<file path="config.mk">
export PLATFORM = sky130hd
export DESIGN_NAME = fdc_mem_arbiter
export DESIGN_NICKNAME = d
export VERILOG_FILES = /design/src/logic/fdc_pkg.sv /design/src/logic/fdc_mem_arbiter.sv
export SDC_FILE = /design/constraint.sdc
export NUM_CORES = 1
export LEC_CHECK = 0
export BUFFER_PORTS_ARGS = -buffer_cell sky130_fd_sc_hd__buf_2
export CORE_AREA = 2 2 39 41
export DETAILED_ROUTE_END_ITERATION = 6
export DIE_AREA = 0 0 41 43
export PLACE_DENSITY_LB_ADDON = 0.25
export RECOVER_POWER = 25
export SLEW_MARGIN = 20
export SYNTH_ARGS = -nofsm -noshare
export SYNTH_HDL_FRONTEND = slang
export SYNTH_SLANG_ARGS = --single-unit
</file>
<file path="constraint.sdc">
create_clock -name vclk -period 1
set_clock_uncertainty 0.15 [all_clocks]
set_input_delay 0 -clock vclk [all_inputs]
set_output_delay 0 -clock vclk [all_outputs]
set_load 0.01 [all_outputs]
</file>
<file path="src/logic/fdc_pkg.sv">
package fdc_pkg;

	// ----------------------------------------
	// Bus records
	// ----------------------------------------

	// One host access, 26 bits
	typedef struct packed {
		logic        strobe;
		logic        write;
		logic [15:0] addr;
		logic [7:0]  wdata;
	} host_req_t;

	// One sector buffer request, 21 bits
	typedef struct packed {
		logic        valid;
		logic        write;
		logic [10:0] addr;
		logic [7:0]  data;
	} mem_req_t;

	// Stream start, 20 bits
	typedef struct packed {
		logic        go;
		logic [10:0] start;
		logic [7:0]  count;
	} stream_cmd_t;

	// ----------------------------------------
	// I/O page offsets, relative to IOBASE
	// ----------------------------------------
	localparam logic [7:0] PORT_TXD = 8'd4;
	localparam logic [7:0] PORT_CTL = 8'd6;
	localparam logic [7:0] PORT_SLO = 8'd8;
	localparam logic [7:0] PORT_SHI = 8'd9;
	localparam logic [7:0] PORT_LEN = 8'd10;
	localparam logic [7:0] PORT_LED = 8'd16;

	// Sector buffer window
	localparam logic [15:0] BUF_BASE = 16'h0800;
	localparam logic [15:0] BUF_SIZE = 16'd2048;

endpackage
</file>
<file path="src/logic/fdc_mem_arbiter.sv">
`timescale 1ns/1ns

module fdc_mem_arbiter (
	input  fdc_pkg::mem_req_t host_mem,
	input  fdc_pkg::mem_req_t strm_mem,
	output logic              strm_grant,
	output logic              buf_we,
	output logic [10:0]       buf_addr,
	output logic [7:0]        buf_wdata
);

	logic host_wins;

	// Host has fixed priority, the streamer only gets idle cycles
	assign host_wins  = host_mem.valid;
	assign strm_grant = strm_mem.valid && !host_wins;

	// ----------------------------------------
	// Buffer port mux
	// ----------------------------------------
	always_comb begin
		if (host_wins) begin
			buf_we    = host_mem.write;
			buf_addr  = host_mem.addr;
			buf_wdata = host_mem.data;
		end else begin
			// No write unless the streamer really asks for one
			buf_we    = strm_mem.valid && strm_mem.write;
			buf_addr  = strm_mem.addr;
			buf_wdata = strm_mem.data;
		end
	end

endmodule

</file>
==> metrics.csv <==
stage,metric,value,unit
status,outcome,"complete, no violations",
critical_path,CP Launch Type,primary input,
cts,post-CTS sizing,0,
finish,Storage cell area,0,um^2
timing,setup violators final,0,
critical_path,Critical Path RT,850,ps
critical_path,Setup CP Type,in2out,
power,Max rail drop VDD,0.197,mV
hold_path,Hold Crit Class,in2out,
finish,CLK BUF,0,
finish,layout cells sized above 1,95.3,%
synth,syn_nets,65,
timing,Final min period,877,ps
die,core area,1380,um^2
critical_path,Crit path max-delay family,buffers and inverters,
critical_path,crit-path cells,buf_2 -> buf_12 -> mux2_4 -> buf_2,
timing,period utilization,87.7,%
global_routing,initial antenna violation count,0,
routing,drt pass-1 iters,1,
power,combinational share of power,100.0,%
synth,Yosys top cell area share,88.4,%
global_routing,first-pass GRT wire length,1.55,mm
critical_path,CP bufs+invs,3,
synth,"top cells by count, synth","mux2_4, buf_6, a22o_1, nor2b_1",
global_routing,total grt overflow,0,
finish,Area Growth Syn to Fin,109,%
synth,YS warnings,0,
timing,Worst-Margin Slew,129,ps
timing,Slew HR,91.4,%
routing,DR vias,432,
synth,Synth Cell Area,323,um^2
routing,DR vias/cell,4.24,
timing,Slew Limit Fails,0,
die,die height,43,um
synth,Post-Syn Instances,23,
timing,unrepaired setup endpoints after global routing,false,
timing,worst setup margin,123,ps
synth,Synth cell types,4,
synth,"area leader, netlist",mux2_4,
die,row cnt,14,
power,switching share of power,36.1,%
timing,Post-Route Setup TNS,0,ps
critical_path,Setup crit start,host_mem[20],
power,clock share of power,0,%
power,switching power,0.116,mW
hold_path,min-delay src,strm_mem[1],
placed_design,RePlAce Congestion,0.748,
synth,post-synthesis sequential area ratio,0,%
finish,ANT cells,0,
die,Die X,41,um
finish,seq_cells,0,
routing,DRC Markers,0,
power,leakage,0.423,nW
routing,WL/cell,11.3,um
finish,final-stage net count,130,
placed_design,Port Buffers,63,
timing,Fmax,1140,MHz
cts,post-CTS setup buffer count,0,
die,Starting Density,23.3,%
hold_path,Worst Hold End,buf_wdata[1],
synth,syn_area_per_cell,14.0,um^2
hold_path,worst hold path cell count,3,
power,sequential power share,0,%
synth,most frequent cell after synthesis,mux2_4,
finish,layout filler cell count,139,
die,total die area,1760,um^2
power,pwr dens,479,nW/um^2
synth,top post-synthesis cells by area,"mux2_4, buf_6, a22o_1",
placed_design,dpl ws,117,ps
global_routing,vias in the first global route,367,
critical_path,CP peak stage delay,300,ps
finish,area of the multi-input gates,300,um^2
global_routing,largest net degree at the start of global routing,12,
critical_path,"Arr. time, crit path",730,ps
routing,ANT nets after route,0,
critical_path,worst-path fanout max,10,
die,Ports,63,
power,P_int,0.206,mW
critical_path,Crit path top cell by count,buf_2,
cts,cts hold-fix bufs,0,
global_routing,gr usage total,12.2,%
routing,final WL,1.15,mm
critical_path,crit path max-delay cell type,mux2_4,
timing,hold violation count in the final report,0,
critical_path,Setup crit end kind,output pin,
run,max-cap violations,0,
routing,Iter 0 DRT Violations,0,
[through the flow]
stage | instance area (um^2) | instances | hold WS [ps] | power, mW | util [%]
2_1_floorplan | 323 | 23 | -96.4 | 0.171 | -
3_3_place_gp | 676 | 102 | 152 | 0.322 | 48.8
3_5_place_dp | 676 | 102 | 153 | 0.327 | 48.8
4_1_cts | 676 | 102 | 154 | 0.327 | 48.8
5_1_grt | 673 | 102 | 170 | 0.347 | 48.6
6_report | 673 | 102 | 158 | 0.322 | 48.6
[cells by family (layout without fill, tap and decap cells)]
kind of cell | Yosys count | count (layout) | synth area share (%)
AO/OA/AOI/OAI | 1 | 1 | 2.71
buffers and inverters | 2 | 65 | 6.98
multiplexers | 19 | 19 | 88.4
AND/OR/NAND/NOR | 1 | 1 | 1.94
[power by group through the flow]
stage / clock, mW / combinational, mW / sequential, mW
after global placement: 0 / 0.322 / 0
after global routing: 0 / 0.347 / 0
final: 0 / 0.322 / 0
after detailed placement: 0 / 0.327 / 0
after floorplan: 0 / 0.171 / 0
after CTS: 0 / 0.327 / 0
[layer usage]
layer	vias up	GRT usage (%)	wire length [um]
met1	189	14.9	388
met5	-	0	0
met3	2	2.62	117
met4	0	1.33	13
met2	27	21.3	629
li1	214	-	-
[tightest hold or removal path: cells and delay by family]
family   cells  cell delay [ps]
mux          1              120
buf+inv      2              180
[cell type report]
| cell class | instances | area share [%] |
|---|---|---|
| repair buffers | 65 | 52.4 |
| multi-input cells | 21 | 44.6 |
| well taps | 16 | 2.97 |
[worst max-delay path by stage]
| stage | endpoint | depth (start not counted) | slack [ps] |
|---|---|---|---|
| 2_1_floorplan | buf_addr[10] | 2 | 390 |
| 3_3_place_gp | buf_addr[9] | 4 | 130 |
| 3_5_place_dp | buf_wdata[0] | 4 | 120 |
| 4_1_cts | buf_wdata[0] | 4 | 120 |
| 5_1_grt | buf_we | 5 | 100 |
| 6_report | buf_wdata[0] | 4 | 120 |
[layout by cell type, fill, tap and decap left out]
cell type and n:
buf_2 61, mux2_4 19, buf_12 2, nor2b_1 1
clkbuf_1 2, a22o_1 1
Power figures use the tool's default switching activity.
