<file path="config.mk">
export PLATFORM = sky130hd
export DESIGN_NAME = uart_tx
export DESIGN_NICKNAME = d
export VERILOG_FILES = /design/src/logic/uart_tx.sv
export SDC_FILE = /design/constraint.sdc
export NUM_CORES = 1
export LEC_CHECK = 0
export BUFFER_PORTS_ARGS = -buffer_cell sky130_fd_sc_hd__buf_2
export CAP_MARGIN = 20
export CORE_MARGIN = 2
export CORE_UTILIZATION = 55
export CTS_BUF_LIST = sky130_fd_sc_hd__clkbuf_4 sky130_fd_sc_hd__clkbuf_8
export CTS_CLUSTER_SIZE = 40
export DETAILED_ROUTE_END_ITERATION = 12
export PLACE_DENSITY = 0.74
export RECOVER_POWER = 50
export SETUP_SLACK_MARGIN = 0.05
export SLEW_MARGIN = 0
export SYNTH_ARGS = -nofsm -noshare
export SYNTH_HDL_FRONTEND = slang
export SYNTH_SLANG_ARGS = --single-unit
</file>
<file path="constraint.sdc">
create_clock -name clk -period 2.6 [get_ports clk]
set_clock_uncertainty 0.15 [all_clocks]
set_input_delay 0.26 -clock clk [delete_from_list [all_inputs] [get_ports clk]]
set_output_delay 0.26 -clock clk [all_outputs]
set_load 0.005 [all_outputs]
</file>
<file path="src/logic/uart_tx.sv">
`timescale 1ns/1ns

module uart_tx #(
	parameter logic [15:0] CLKS_PER_BIT = 16'd4
) (
	input  logic       clk,
	input  logic       reset_n,
	input  logic       tx_load,
	input  logic [7:0] tx_byte,
	output logic       txd,
	output logic       tx_busy
);

	logic [15:0] baud_cnt;
	logic [3:0]  bit_cnt;
	logic [9:0]  frame;

	// Stop, data LSB first, start
	always_ff @(posedge clk or negedge reset_n) begin
		if (!reset_n) begin
			frame    <= '1;
			baud_cnt <= 16'd0;
			bit_cnt  <= 4'd0;
			tx_busy  <= 1'b0;
		end else if (!tx_busy) begin
			if (tx_load) begin
				frame    <= {1'b1, tx_byte, 1'b0};
				baud_cnt <= 16'd0;
				bit_cnt  <= 4'd0;
				tx_busy  <= 1'b1;
			end
		end else if (baud_cnt == CLKS_PER_BIT - 16'd1) begin
			baud_cnt <= 16'd0;
			// Idle level fills in behind
			frame    <= {1'b1, frame[9:1]};
			if (bit_cnt == 4'd9) begin
				tx_busy <= 1'b0;
			end else begin
				bit_cnt <= bit_cnt + 4'd1;
			end
		end else begin
			baud_cnt <= baud_cnt + 16'd1;
		end
	end

	assign txd = frame[0];

endmodule

</file>
==> metrics <==
asr flop ratio synth=1.00; Vias/cell=6.20; relative slew slack=-0.0585; worst path buffer plus inverter count=0; initial core utilization=0.572; RSZ-0062 raised after global routing=no; met1 GRT Util=0.304; Yosys reg bits=30; die area=3610 µm²; Peak VDD IR=0.000301 V; core area=3030 µm²; first-pass GRT wire length=6470 µm; critical path launch point type=flip-flop; Hold Fails Final Rpt=0; met3 Usage GRT=0.0390; Rows=20; critical path, cell by cell=ha_1 > nor4b_1 > and4_2 > nand2_1 > o311ai_0; grt total ovfl=0; Avg Cell Area, Syn=9.02 µm²; Filler cells=264; die height=60.1 µm; critical path capture point type=flip-flop; worst-margin pin slew=1.59 ns; Worst Hold Class=in -> reg; worst endpoint required time=2.67 ns; Yosys cell types=43; Crit path max-delay family=simple AND/OR/NAND/NOR gates; clk_lat worst skew=0.33 ns; Setup Viol. Count Final=0; M2 GR Usage=0.408; I/O pin count=13; Detail Route Antenna Nets=0; Tmin final=2.25 ns; TritonRoute pass-1 iters=4; Worst path max stage delay=0.54 ns; PortBufs=12; clk slew on worst S/H paths=0.10 ns; number of clock buffers inserted by TritonCTS=5; Routed WL=3860 µm; Vias=1543; Routed WL per cell=15.5 µm; number of flops mapped to enable cells by yosys=0; status=complete, but fails checks; Setup CP Type=reg -> reg; initial DRC count=105; Yosys top cell by area=dfrtp_1; Seq/Total Area, Yosys=0.440; fin util=0.636; clk buf depth=2; pwr dens=778 nW/µm²; Max-Cap Viols=1; DP Wirelength=2640 µm; Leakage=0.814 nW; Clock Tree Root=clkbuf_4; Peak Freq=445 MHz; antenna cells=0; slowest CP cell=and4_2; dpl cells=240; DRC Markers=0; synth warn=0; gpl congestion=0.823; largest net degree at the start of global routing=31; nets@finish=218; Finished Layout Cells=249; syn_nets=206; CTS sink cnt=30; Final period util=0.865; Max FO, Critical Path=20; Syn Std Cell Area=1730 µm²; setup_tns=0 ns; Worst EP arrival=2.32 ns; CTS tree=built; share of cells above drive strength 1=0.190; area grow syn2layout=11.1%; gr usage total=0.240; post-synth top area share=0.303; vias in the first global route=1465; Area contributors post-synth=dfrtp_1 30%, dfstp_2 14%, a31oi_1 9.0%, nand2_1 6.7%, mux2i_1 3.5%; final max-slew violation count=31; Synth Flop Type=dfrtp_1; Top Usage Layer GRT=met2; die width=60.1 µm; initial antenna violation count=0; CTS H-tree depth=2; failing checks=max-capacitance violations, max-slew violations; cells after synthesis=192
==> synth_stat cells (2+ instances only) <==
| master | instances |
|---|---|
| mux2i_1 | 6 |
| or3_1 | 7 |
| dfstp_2 | 9 |
| ha_1 | 3 |
| nor2_1 | 6 |
| nor4_1 | 4 |
| nand2_1 | 31 |
| nand4_1 | 3 |
| inv_1 | 5 |
| or4_1 | 3 |
| a31oi_1 | 25 |
| a211oi_1 | 7 |
| nor2b_1 | 7 |
| buf_2 | 2 |
| nor3_1 | 3 |
| dfrtp_1 | 21 |
| o211ai_1 | 3 |
| o21ai_0 | 3 |
| nand3_1 | 12 |
| clkbuf_1 | 9 |
==> metrics by stage <==
stage | setup WS, ns | hold WS [ns] | instance area [µm²] | total power, mW
5_1_grt | 0.197 | 0.102 | 1920 | 1.59
4_1_cts | 0.159 | 0.0752 | 1920 | 1.50
6_report | 0.352 | 0.0794 | 1920 | 1.50
3_3_place_gp | 0.360 | 0.169 | 1830 | 1.09
2_1_floorplan | 0.574 | -0.186 | 1730 | 1.02
3_5_place_dp | 0.191 | 0.177 | 1830 | 1.12
==> placed cells by master (no fill, tap or decap), drive strengths merged, types with 2 or more instances in the layout <==
| cell type | synthesis | final |
|---|---|---|
| nor2 | 6 | 6 |
| buf | 3 | 16 |
| ha | 3 | 3 |
| nor3 | 3 | 3 |
| nor4 | 4 | 4 |
| and4 | 2 | 2 |
| inv | 5 | 5 |
| or4 | 4 | 4 |
| a31oi | 25 | 25 |
| dfrtp | 21 | 21 |
| or3 | 7 | 7 |
| nand2 | 31 | 31 |
| a211oi | 7 | 7 |
| nand4 | 4 | 4 |
| dfstp | 9 | 9 |
| nor2b | 7 | 7 |
| mux2i | 6 | 6 |
| clkbuf | 10 | 7 |
| o21ai | 3 | 3 |
| nand3 | 12 | 12 |
| o211ai | 3 | 3 |
==> final timing paths <==
kind                        startpoint      endpoint  slack, ns  cells after the start
setup / recovery           baud_cnt[0]    bit_cnt[0]       0.35                      5
hold / removal              tx_byte[0]      frame[1]       0.08                      3
setup reg to reg           baud_cnt[0]    bit_cnt[0]       0.35                      5
hold reg to reg               frame[1]      frame[1]       0.35                      2
max in group asynchronous      reset_n    bit_cnt[3]       0.66                      2
min in group asynchronous      reset_n  baud_cnt[13]       0.71                      2
==> power by group <==
group | switching [mW] | leakage (nW) | total [mW] | internal (mW)
registers | 0.183 | 0.336 | 0.790 | 0.608
logic | 0.161 | 0.436 | 0.326 | 0.165
clock network | 0.167 | 0.0419 | 0.380 | 0.213
==> worst min-delay path, stage by stage <==
cell,delay [ns]
buf_2,0.08
a211oi_1,0.05
a31oi_1,0.13
==> cells by family after synthesis <==
kind of cell,Yosys count,share of synthesized area
AND/OR/NAND/NOR,86,0.268
AO/OA/AOI/OAI,48,0.189
flip-flops,30,0.440
buffers and inverters,18,0.0412
multiplexers,6,0.0347
adder cells (fa/ha/maj),3,0.0217
XOR/XNOR,1,0.00506
==> flip-flops by register name, indices dropped and copies added, names as in the netlist <==
register	count
tx_busy	1
baud_cnt	16
bit_cnt	4
frame	9
==> final cells by class <==
type / instances / area [µm²] / area share
Clock buffer: 6 / 45.0 / 0.0234
Clock inverter: 2 / 37.5 / 0.0195
Inverter: 5 / 18.8 / 0.00975
Multi-Input combinational cell: 144 / 900 / 0.467
Sequential cell: 30 / 762 / 0.396
Tap cell: 44 / 55.1 / 0.0286
Timing Repair Buffer: 18 / 106 / 0.0553
==> repair_timing <==
action                                  in CTS  in global routing
endpoints found under the setup margin       0                  1
hold buffers                                 1                  0
buffers inserted                             0                  0
resized for setup                            0                  1
endpoints found under the hold margin       21                  0
==> routing by layer <==
| metal | share of wire | vias to the layer above |
|---|---|---|
| met3 | 0.040 | 5 |
| li1 | - | 746 |
| met2 | 0.50 | 45 |
| met1 | 0.45 | 747 |
| met5 | 0 | - |
| met4 | 0.011 | 0 |
Power figures use the tool's default switching activity.
