[src/logic/fdc_pkg.sv]
package fdc_pkg;

	// ----------------------------------------
	// Bus records
	// ----------------------------------------

	// One host access, 26 bits
	typedef struct packed {
		logic        strobe;
		logic        write;
		logic [15:0] addr;
		logic [7:0]  wdata;
	} host_req_t;

	// One sector buffer request, 21 bits
	typedef struct packed {
		logic        valid;
		logic        write;
		logic [10:0] addr;
		logic [7:0]  data;
	} mem_req_t;

	// Stream start, 20 bits
	typedef struct packed {
		logic        go;
		logic [10:0] start;
		logic [7:0]  count;
	} stream_cmd_t;

	// ----------------------------------------
	// I/O page offsets, relative to IOBASE
	// ----------------------------------------
	localparam logic [7:0] PORT_TXD = 8'd4;
	localparam logic [7:0] PORT_CTL = 8'd6;
	localparam logic [7:0] PORT_SLO = 8'd8;
	localparam logic [7:0] PORT_SHI = 8'd9;
	localparam logic [7:0] PORT_LEN = 8'd10;
	localparam logic [7:0] PORT_LED = 8'd16;

	// Sector buffer window
	localparam logic [15:0] BUF_BASE = 16'h0800;
	localparam logic [15:0] BUF_SIZE = 16'd2048;

endpackage
[src/logic/fdc_tx_streamer.sv]
`timescale 1ns/1ns

module fdc_tx_streamer (
	input  logic                 clk,
	input  logic                 reset_n,
	input  fdc_pkg::stream_cmd_t cmd,
	output fdc_pkg::mem_req_t    strm_mem,
	input  logic                 strm_grant,
	input  logic [7:0]           buf_rdata,
	input  logic                 tx_load_host,
	input  logic [7:0]           tx_byte_host,
	input  logic                 tx_busy,
	output logic                 tx_load,
	output logic [7:0]           tx_byte,
	output logic                 strm_busy
);

	localparam logic [2:0] S_IDLE = 3'd0;
	localparam logic [2:0] S_REQ  = 3'd1;
	localparam logic [2:0] S_DATA = 3'd2;
	localparam logic [2:0] S_WAIT = 3'd3;
	localparam logic [2:0] S_LOAD = 3'd4;

	logic [2:0]  state;
	logic [10:0] offset;
	logic [7:0]  remaining;
	logic [7:0]  byte_r;

	// ----------------------------------------
	// Stream FSM
	// ----------------------------------------
	always_ff @(posedge clk or negedge reset_n) begin
		if (!reset_n) begin
			state     <= S_IDLE;
			offset    <= 11'd0;
			remaining <= 8'd0;
		end else begin
			case (state)
				S_IDLE: if (cmd.go) begin
					offset    <= cmd.start;
					remaining <= cmd.count;
					state     <= S_REQ;
				end
				// Hold the request until the host leaves the port
				S_REQ: if (strm_grant) state <= S_DATA;
				S_DATA: state <= S_WAIT;
				// Also drains the last frame before going idle
				S_WAIT: if (!tx_busy) state <= (remaining == 8'd0) ? S_IDLE : S_LOAD;
				S_LOAD: begin
					offset    <= offset + 11'd1;
					remaining <= remaining - 8'd1;
					state     <= (remaining == 8'd1) ? S_WAIT : S_REQ;
				end
				default: state <= S_IDLE;
			endcase
		end
	end

	// Buffer byte arrives the cycle after the grant
	always_ff @(posedge clk) begin
		if (state == S_DATA) begin
			byte_r <= buf_rdata;
		end
	end

	assign strm_mem  = '{valid: state == S_REQ, write: 1'b0, addr: offset, data: 8'h00};
	assign strm_busy = (state != S_IDLE);

	// Host byte shares the single UART loader
	assign tx_load = (state == S_LOAD) || tx_load_host;
	assign tx_byte = (state == S_LOAD) ? byte_r : tx_byte_host;

endmodule

[config.mk]
export PLATFORM = sky130hd
export DESIGN_NAME = fdc_tx_streamer
export DESIGN_NICKNAME = d
export VERILOG_FILES = /design/src/logic/fdc_pkg.sv /design/src/logic/fdc_tx_streamer.sv
export SDC_FILE = /design/constraint.sdc
export NUM_CORES = 1
export LEC_CHECK = 0
export ABC_CLOCK_PERIOD_IN_PS = 4800
export BUFFER_PORTS_ARGS = -buffer_cell sky130_fd_sc_hd__buf_2
export CORE_ASPECT_RATIO = 0.9
export CORE_MARGIN = 1
export CORE_UTILIZATION = 40
export DETAILED_ROUTE_END_ITERATION = 6
export GPL_TIMING_DRIVEN = 0
export PLACE_DENSITY = 0.75
export SLEW_MARGIN = 20
export SYNTH_ARGS = -nofsm -noshare
export SYNTH_HDL_FRONTEND = slang
export SYNTH_SLANG_ARGS = --single-unit
[constraint.sdc]
create_clock -name clk -period 4.8 [get_ports clk]
set_input_delay 0.96 -clock clk [delete_from_list [all_inputs] [get_ports clk]]
set_output_delay 0.96 -clock clk [all_outputs]
set_load 0.05 [all_outputs]
==> impl_metrics.toml <==
[grt]
grt_max_degree = 23
grt_remaining_overflow = 0
grt_pass1_wl_um = 7220
grt_pass1_vias = 1547
grt_usage_pct = 20.4
grt_antenna_before_repair = 0

[clocking]
cts_tree = "built"
cts_buffers = 5
cts_hold_buf = 0
clk_latency_ns = 0.29
htreeDepth = 2
clock_sinks = 30
post-cts-setup-buffers = 0
clkTransAtPathRegs_ns = 0.07
cts-root-buf = "clkbuf_8"
cts_resized = 0
cts_buffer_depth = 2

[critical_path]
required_ns = 3.84
cp_slowest_stage_delay_ns = 0.36
worstSetupPathType = "reg -> out"
crit_arrival_ns = 2.04
end_kind = "output pin"
slowest_stage = "dfrtp_1"
crit_fanout = 10
r2r_cells = 6
critPathTopFamily = "buffers and inverters"
start_kind = "flip-flop"
crit_path_frequent_cell = "buf_2"
path_depth = 7
worst-path-buf-inv = 4
crit_chain = "buf_2, nor3b_1, buf_2, buf_2, nand2_1, nand2_1, buf_2"

[yosys]
yosys-top-cells-count = "nand2_1 (38), a21oi_1 (23), dfrtp_1 (22)"
syn_area_um2 = 1790
syn_area_per_cell_um2 = 8.73
ys.flop_type = "dfrtp_1"
yosysSeqAreaShare_pct = 44.2
synth_warnings = 0
yosysMostFrequentCell = "nand2_1"
synth_edf_count = 8
ys_async_sr_fraction_pct = 73.3
synth_top_area_share_pct = 30.7
ys_ff_latch = 30
synth_area_leader_cell = "dfrtp_1"
synth_cells = 205
synth_area_leaders = "dfrtp_1 (31%), edfxtp_1 (13%), nand2_1 (8.0%), a21oi_1 (6.4%), buf_4 (3.8%)"
synth_cell_types = 44

[floorplanning]
io_pins = 72
die_h_um = 65.5
die_area_um2 = 4750
core_um2 = 4180
num_rows = 22
initial_core_util_pct = 42.8
die_width_um = 72.5

[placed_design]
placed_cell_area_um2 = 2210
place_ws_ns = 2.10
dpl.cell_count = 335
portBuffers = 62
hpwl_um = 3320
routabilityCongestion = 0.852

[run]
drv_cap = 0

[sta]
hold_violations = 0
tightest_slew_ns = 0.602
slew_headroom_pct = 59.7
setup_viol = 0
fin_tns_setup_ns = 0
setup_ws_ns = 1.80
maxSlewViolCount = 0
fin_crit_sh_pct = 62.4
finalClockSkew_ns = 0.0100
clock.fmax_ghz = 0.334
rsz0062_at_grt = "no"
fin_crit_ns = 3.00

[routing]
drt_first_pass_iters = 4
ant_nets = 0
drtIter0Drc = 139
drc = 0
avgRoutedWirePerCell_um = 13.5
viasPerCell = 5.25
wl_um = 4630
num_vias = 1794

[cells_and_area]
antennaDiodeCount = 0
design_area_um2 = 2290
layout.nets = 326
syn2layout_area_growth_pct = 27.7
fillers = 412
layout-drive-gt1-share_pct = 33.0
instances_no_fill = 342

[min_path]
holdPathStages = 2
min_path_type = "reg -> reg"

[run_status]
status = "finished clean"

[power]
power_density_nw_per_um2 = 630
leakage_nw = 1.05
peakVddDrop_v = 0.000426
-- power breakdown --
part           leakage [nW]  internal (mW)  switching, mW
Combinational         0.685          0.236          0.522
Sequential            0.326          0.375          0.115
Clock                0.0383         0.0996         0.0929
Total                  1.05          0.711          0.729
-- area by class of cell --
cell class,count,area (um2),area share [%]
Sequential cell,30,791,34.6
Timing Repair Buffer,62,310,13.6
Buffer,21,129,5.63
Clock buffer,7,76.3,3.34
Tap cell,60,75.1,3.28
Multi-Input combinational cell,158,891,38.9
Inverter,4,15.0,0.656
-- state kept, by name, indices dropped and copies added (netlist names) --
name and flops:
offset 11, state 3, remaining 8, byte_r 8
-- worst paths after layout --
kind	from	end	slack [ns]
setup reg to reg	remaining[0]	remaining[4]	2.96
hold reg to reg	offset[1]	offset[1]	0.58
hold / removal	offset[1]	offset[1]	0.58
setup / recovery	state[2]	tx_byte[7]	1.80
max in group asynchronous	reset_n	offset[8]	3.80
min in group asynchronous	reset_n	remaining[3]	0.64
-- kinds of logic (layout without fill, tap and decap cells) --
kind of cell | Yosys count | in the layout | share of synthesized area, %
fa+ha+maj | 3 | 3 | 2.10
flops | 30 | 30 | 44.2
simple gates | 88 | 88 | 25.1
compound gates | 58 | 58 | 20.4
other cells | 1 | 9 | 0.209
buf+inv | 25 | 94 | 8.04
-- worst register-to-register path, stage by stage, from the launching register on --
cell and delay, ns:
dfrtp_1 0.43, inv_1 0.10, ha_1 0.17, or3b_1 0.39, or4_1 0.41, a21oi_1 0.16
a221o_1 0.13
-- per-layer routing --
layer  routed length [um]  vias to the layer above  global-route usage (%)  share of wire, %
li1                     -                      880                       -                 -
met1                 2120                      830                    27.9                46
met2                 2120                       78                    30.6                46
met3                  332                        6                    5.52               7.2
met4                   53                        0                    7.84               1.1
met5                    0                        -                       0                 0
-- metrics by stage --
step	util, %	hold slack, ns	total power, mW
final	54.7	0.577	1.44
after global routing	54.7	0.592	1.53
after CTS	54.5	0.575	1.44
after detailed placement	52.7	0.557	1.24
after global placement	52.7	0.525	1.23
after floorplan	-	0.498	1.05
-- cells in the final DEF, fill, tap and decap left out, types with 2 or more instances in the layout --
master / Yosys / routed
nand2_1: 38 / 38
or3_4: 2 / 2
nor2_1: 9 / 9
nor3_1: 9 / 9
clkbuf_1: 2 / 4
nor3b_1: 4 / 3
buf_1: 2 / 2
and3_1: 3 / 3
ha_1: 3 / 3
a31oi_1: 2 / 2
a221o_1: 2 / 2
dfrtp_1: 22 / 22
a21oi_1: 23 / 23
o21ai_0: 8 / 8
inv_1: 4 / 4
o22ai_1: 5 / 5
or4_1: 2 / 2
nand2b_1: 4 / 4
conb_1: 1 / 9
o32ai_1: 2 / 2
edfxtp_1: 8 / 8
a31o_2: 2 / 2
a2bb2oi_1: 3 / 3
nand3_1: 8 / 8
clkbuf_8: 0 / 5
o31ai_1: 4 / 4
buf_2: 7 / 69
buf_4: 9 / 9
No activity file was read; power rests on OpenSTA's default activity.
