[config.mk]
export PLATFORM = sky130hd
export DESIGN_NAME = fdc_bus_decoder
export DESIGN_NICKNAME = d
export VERILOG_FILES = /design/src/logic/fdc_pkg.sv /design/src/logic/fdc_bus_decoder.sv
export SDC_FILE = /design/constraint.sdc
export NUM_CORES = 1
export LEC_CHECK = 0
export ABC_AREA = 1
export BUFFER_PORTS_ARGS = -buffer_cell sky130_fd_sc_hd__buf_2
export CORE_ASPECT_RATIO = 1.25
export CORE_MARGIN = 3
export CORE_UTILIZATION = 40
export CTS_CLUSTER_SIZE = 10
export DETAILED_ROUTE_END_ITERATION = 12
export PLACE_DENSITY = 0.74
export SKIP_CTS_REPAIR_TIMING = 1
export SLEW_MARGIN = 15
export SYNTH_ARGS = -nofsm -noshare
export SYNTH_HDL_FRONTEND = slang
export SYNTH_SLANG_ARGS = --single-unit
export TNS_END_PERCENT = 30
[constraint.sdc]
create_clock -name clk -period 2.4 [get_ports clk]
set_clock_uncertainty 0.1 [all_clocks]
set_input_delay 0.36 -clock clk [delete_from_list [all_inputs] [get_ports clk]]
set_output_delay 0.36 -clock clk [all_outputs]
set_load 0.03 [all_outputs]
[src/logic/fdc_pkg.sv]
package fdc_pkg;

	// ----------------------------------------
	// Bus records
	// ----------------------------------------

	// One host access, 26 bits
	typedef struct packed {
		logic        strobe;
		logic        write;
		logic [15:0] addr;
		logic [7:0]  wdata;
	} host_req_t;

	// One sector buffer request, 21 bits
	typedef struct packed {
		logic        valid;
		logic        write;
		logic [10:0] addr;
		logic [7:0]  data;
	} mem_req_t;

	// Stream start, 20 bits
	typedef struct packed {
		logic        go;
		logic [10:0] start;
		logic [7:0]  count;
	} stream_cmd_t;

	// ----------------------------------------
	// I/O page offsets, relative to IOBASE
	// ----------------------------------------
	localparam logic [7:0] PORT_TXD = 8'd4;
	localparam logic [7:0] PORT_CTL = 8'd6;
	localparam logic [7:0] PORT_SLO = 8'd8;
	localparam logic [7:0] PORT_SHI = 8'd9;
	localparam logic [7:0] PORT_LEN = 8'd10;
	localparam logic [7:0] PORT_LED = 8'd16;

	// Sector buffer window
	localparam logic [15:0] BUF_BASE = 16'h0800;
	localparam logic [15:0] BUF_SIZE = 16'd2048;

endpackage
[src/logic/fdc_bus_decoder.sv]
`timescale 1ns/1ns

module fdc_bus_decoder #(
	parameter logic [15:0] IOBASE = 16'hE000
) (
	input  logic                 clk,
	input  logic                 reset_n,
	input  fdc_pkg::host_req_t   host,
	output logic                 zp_we,
	output logic [8:0]           zp_addr,
	output logic [7:0]           zp_wdata,
	input  logic [7:0]           zp_rdata,
	output fdc_pkg::mem_req_t    host_mem,
	input  logic [7:0]           buf_rdata,
	output fdc_pkg::stream_cmd_t cmd,
	output logic                 tx_load_host,
	output logic [7:0]           tx_byte_host,
	input  logic                 tx_busy,
	input  logic                 strm_busy,
	output logic [7:0]           rd_data,
	output logic                 rd_valid,
	output logic [7:0]           leds
);
	import fdc_pkg::*;

	localparam logic [1:0] SEL_ZP  = 2'd0;
	localparam logic [1:0] SEL_BUF = 2'd1;
	localparam logic [1:0] SEL_REG = 2'd2;

	logic        boot_sel;
	logic        zp_sel;
	logic        buf_sel;
	logic        io_sel;
	logic [15:0] buf_off;
	logic [15:0] io_off;
	logic        rd_stb;
	logic        io_wr;
	logic [1:0]  rd_sel;
	logic [7:0]  reg_rdata;
	logic [7:0]  slo_r;
	logic [2:0]  shi_r;

	// ----------------------------------------
	// Region decode, boot vector wins
	// ----------------------------------------
	assign boot_sel = &host.addr[15:2];
	assign zp_sel   = !boot_sel && (host.addr[15:9] == 7'd0);
	assign buf_off  = host.addr - BUF_BASE;
	assign buf_sel  = !boot_sel && (host.addr >= BUF_BASE) && (buf_off < BUF_SIZE);
	assign io_off   = host.addr - IOBASE;
	assign io_sel   = !boot_sel && (host.addr >= IOBASE) && (io_off < 16'd256);

	assign rd_stb = host.strobe && !host.write;
	assign io_wr  = host.strobe && host.write && io_sel;

	assign zp_we    = host.strobe && host.write && zp_sel;
	assign zp_addr  = host.addr[8:0];
	assign zp_wdata = host.wdata;

	assign host_mem = '{valid: host.strobe && buf_sel, write: host.write,
		addr: buf_off[10:0], data: host.wdata};

	// Direct transmit only when nobody else owns the UART
	assign tx_load_host = io_wr && (io_off[7:0] == PORT_TXD) && !tx_busy && !strm_busy;
	assign tx_byte_host = host.wdata;

	// Zero count starts nothing
	assign cmd = '{go: io_wr && (io_off[7:0] == PORT_LEN) && !strm_busy && (host.wdata != 8'd0),
		start: {shi_r, slo_r}, count: host.wdata};

	// LED latch and stream offset
	always_ff @(posedge clk or negedge reset_n) begin
		if (!reset_n) begin
			leds  <= 8'd0;
			slo_r <= 8'd0;
			shi_r <= 3'd0;
		end else if (io_wr) begin
			case (io_off[7:0])
				PORT_LED: leds  <= host.wdata;
				PORT_SLO: slo_r <= host.wdata;
				PORT_SHI: shi_r <= host.wdata[2:0];
				default: ;
			endcase
		end
	end

	// ----------------------------------------
	// Read path
	// ----------------------------------------
	always_ff @(posedge clk or negedge reset_n) begin
		if (!reset_n) begin
			rd_valid <= 1'b0;
			rd_sel   <= SEL_REG;
		end else begin
			rd_valid <= rd_stb;
			if (rd_stb) begin
				rd_sel <= zp_sel ? SEL_ZP : (buf_sel ? SEL_BUF : SEL_REG);
			end
		end
	end

	// Boot vector, status and unmapped bytes
	always_ff @(posedge clk) begin
		if (rd_stb) begin
			if (boot_sel) begin
				reg_rdata <= host.addr[0] ? 8'h08 : 8'h00;
			end else if (io_sel && (io_off[7:0] == PORT_CTL)) begin
				reg_rdata <= {6'd0, strm_busy, tx_busy};
			end else begin
				reg_rdata <= 8'hFF;
			end
		end
	end

	always_comb begin
		case (rd_sel)
			SEL_ZP:  rd_data = zp_rdata;
			SEL_BUF: rd_data = buf_rdata;
			default: rd_data = reg_rdata;
		endcase
	end

endmodule

==> results.tsv <==
stage	metric	value	unit
die	Die Area	6060	µm²
pwr	Max IR drop VDD	0.204	mV
flow_run	max_cap viols	0	
die	CORE AREA	4870	µm²
sta	setup_tns	0	ns
synth	Synth top area share	25.5	%
placement	placer's final routability congestion estimate	0.804	
clocking	CTS sink count	26	
die	io pins	131	
clocking	TritonCTS Buffers	3	
pwr	leakage	1.43	nW
grt	total track usage	15.8	%
grt	first-pass GRT wire length	8020	µm
worst_setup_path	Worst Path Required	1.94	ns
worst_setup_path	critical path arrival	1.78	ns
sta	final critical-path share of the clock period	93.2	%
grt	initial antenna violation count	0	
synth	Synth area leaders	dfrtp_1, buf_4, nand2_1	
grt	vias in the first global route	1794	
route	via count	1971	
route	DR WL/cell	12.0	µm
grt	largest net degree at the start of global routing	23	
clocking	CTS H-tree lvls	1	
synth	syn avg cell area	7.67	µm²
final_layout	layout cells sized above 1	44.4	%
synth	mapped cell area	2060	µm²
clocking	clock latency on the worst-skew pair	0.26	ns
route	Remaining DRCs	0	
sta	Slew Viols, Final	0	
clocking	Bufs on Longest Clock Path	2	
worst_setup_path	Critical Path End Type	output port	
pwr	Pwr Density	438	nW/µm²
final_layout	area grow syn2layout	17.6	%
sta	min Tclk post-route	2.24	ns
route	Initial DRT Pass Iterations	4	
hold_path	Hold Path Class	input port to register	
synth	Main synth FF type	dfrtp_1	
sta	RSZ-0062 raised after global routing	no	
die	width of the chip	70.2	µm
route	vias per cell	4.82	
synth	Mapped Cells	269	
clocking	CTS tree	built	
synth	post-synthesis mux area share	0	%
route	final WL	4920	µm
clocking	clock-pin slew on the worst setup and hold paths	0.08	ns
outcome	status	finished clean	
sta	Setup Viol. Count Final	0	
synth	xor/xnor share of the synthesized area	0.424	%
die	Initial Utilization	42.4	%
synth	yosys warns	0	
synth	largest family of logic cells by synthesized area	simple AND/OR/NAND/NOR gates	
synth	Compound-Gate Fraction of Synth Area	1.33	%
synth	Adder-Cell Fraction of Synth Area	3.03	%
synth	EDFF count, synth	4	
synth	Yosys top cell by area	dfrtp_1	
synth	Simple-Gate Fraction of Synth Area	39.0	%
grt	Overflow after GRT	0	
die	chip height	86.3	µm
synth	Synth Register Bits	26	
worst_setup_path	worst-path fanout max	4	
placement	DPL Wire Length	4070	µm
final_layout	ant diodes	0	
die	# rows	28	
final_layout	utilization after layout	49.8	%
route	Final ANT Viol Nets	0	
worst_setup_path	Crit Path Category	input port to output port	
sta	Final Hold Viols	0	
clocking	Root Driver	clkbuf_8	
sta	fmax	447	MHz
synth	Seq/Total Area, Yosys	32.6	%
placement	Buffers on Ports	130	
sta	max_slew headroom	64.6	%
synth	library cells used by synthesis	30	
sta	worst-margin pin slew	0.529	ns
worst_setup_path	CP Launch Type	input port	
route	DR iter-0 viols	102	
synth	Async SR Flop Fraction	84.6	%
pwr	Power Total	1.06	mW
synth	syn nets	320	
final_layout	Final #Nets	401	
[layout by cell type (no fill, tap or decap), types with 2 or more instances in the layout]
cell type	count
nand2_2	3
edfxtp_1	4
nand4_1	23
nor2_4	2
nor2_1	18
nand3b_1	2
buf_2	130
clkbuf_8	3
dfrtp_1	21
buf_4	2
nand2_1	81
nor2_2	7
ha_1	5
nand4_4	2
nor4_1	2
nand3_1	16
inv_1	14
[registers in the layout, indices dropped and copies added (netlist names)]
register / count
leds: 8
slo_r: 8
reg_rdata: 4
shi_r: 3
rd_sel: 2
rd_valid: 1
[power breakdown]
group / internal, mW / total, mW / switching, mW
Sequential: 0.456 / 0.461 / 0.00521
Clock: 0.119 / 0.247 / 0.129
Combinational: 0.101 / 0.355 / 0.254
[through the flow]
stage / hold WS [ns] / area (µm²) / worst slack [ns] / instances
after floorplan: -0.0356 / 2060 / 0.238 / 269
after global placement: 0.246 / 2370 / 0.198 / 404
after detailed placement: 0.258 / 2370 / 0.164 / 404
after CTS: -0.0375 / 2420 / 0.163 / 408
after global routing: 0.292 / 2430 / 0.0292 / 409
final: 0.276 / 2430 / 0.162 / 409
[Yosys cell counts (2+ instances only)]
cell type   n
buf_6       2
buf_4      53
dfrtp_1    21
nand2_2     3
edfxtp_1    4
nand3_1    16
nor2_1     18
nand3b_1    2
inv_1      14
nor4_1      2
nor2_2      7
nand4_4     2
nor2_4      2
ha_1        5
nand2_1    81
nand4_1    23
[cell type report]
class	instances	area, µm²
fill	494	2440
inverter	15	56.3
multi-input combinational	171	903
sequential	26	672
timing repair buffer	133	676
clock buffer	4	45.0
tap	60	75.1
[worst paths after layout]
| path | from | slack [ns] | end | cells past startpoint |
|---|---|---|---|---|
| setup / recovery | host[21] | 0.16 | cmd[19] | 10 |
| hold / removal | host[24] | 0.28 | rd_sel[1]$_DFFE_PN1P_ | 3 |
| setup reg to reg | rd_sel[1]$_DFFE_PN1P_ | 1.50 | rd_sel[1]$_DFFE_PN1P_ | 2 |
| hold reg to reg | leds[4]$_DFFE_PN0P_ | 0.38 | leds[4]$_DFFE_PN0P_ | 2 |
| max in group asynchronous | reset_n | 1.35 | rd_sel[1]$_DFFE_PN1P_ | 2 |
| min in group asynchronous | reset_n | 0.49 | slo_r[6]$_DFFE_PN0P_ | 2 |
[cells by family (layout without fill, tap and decap cells)]
| kind of cell | after synthesis | count (layout) |
|---|---|---|
| simple gates | 162 | 162 |
| xor+xnor | 1 | 1 |
| buf+inv | 72 | 152 |
| fa+ha+maj | 5 | 5 |
| flops | 26 | 26 |
| compound gates | 3 | 3 |
[per-layer routing]
metal	up-vias	share of wire (%)	track usage [%]
met4	0	0.61	4.36
met3	2	8.8	1.74
met2	103	52	29.0
li1	986	-	-
met5	-	0	0
met1	880	39	19.5
[critical path, stage by stage]
cell      delay (ns)
buf_2           0.11
inv_1           0.09
ha_1            0.30
nor2_1          0.08
nand2_1         0.08
nand3b_1        0.21
a21oi_4         0.19
nand3b_4        0.10
nor2_2          0.07
buf_2           0.19
Power figures use the tool's default switching activity.
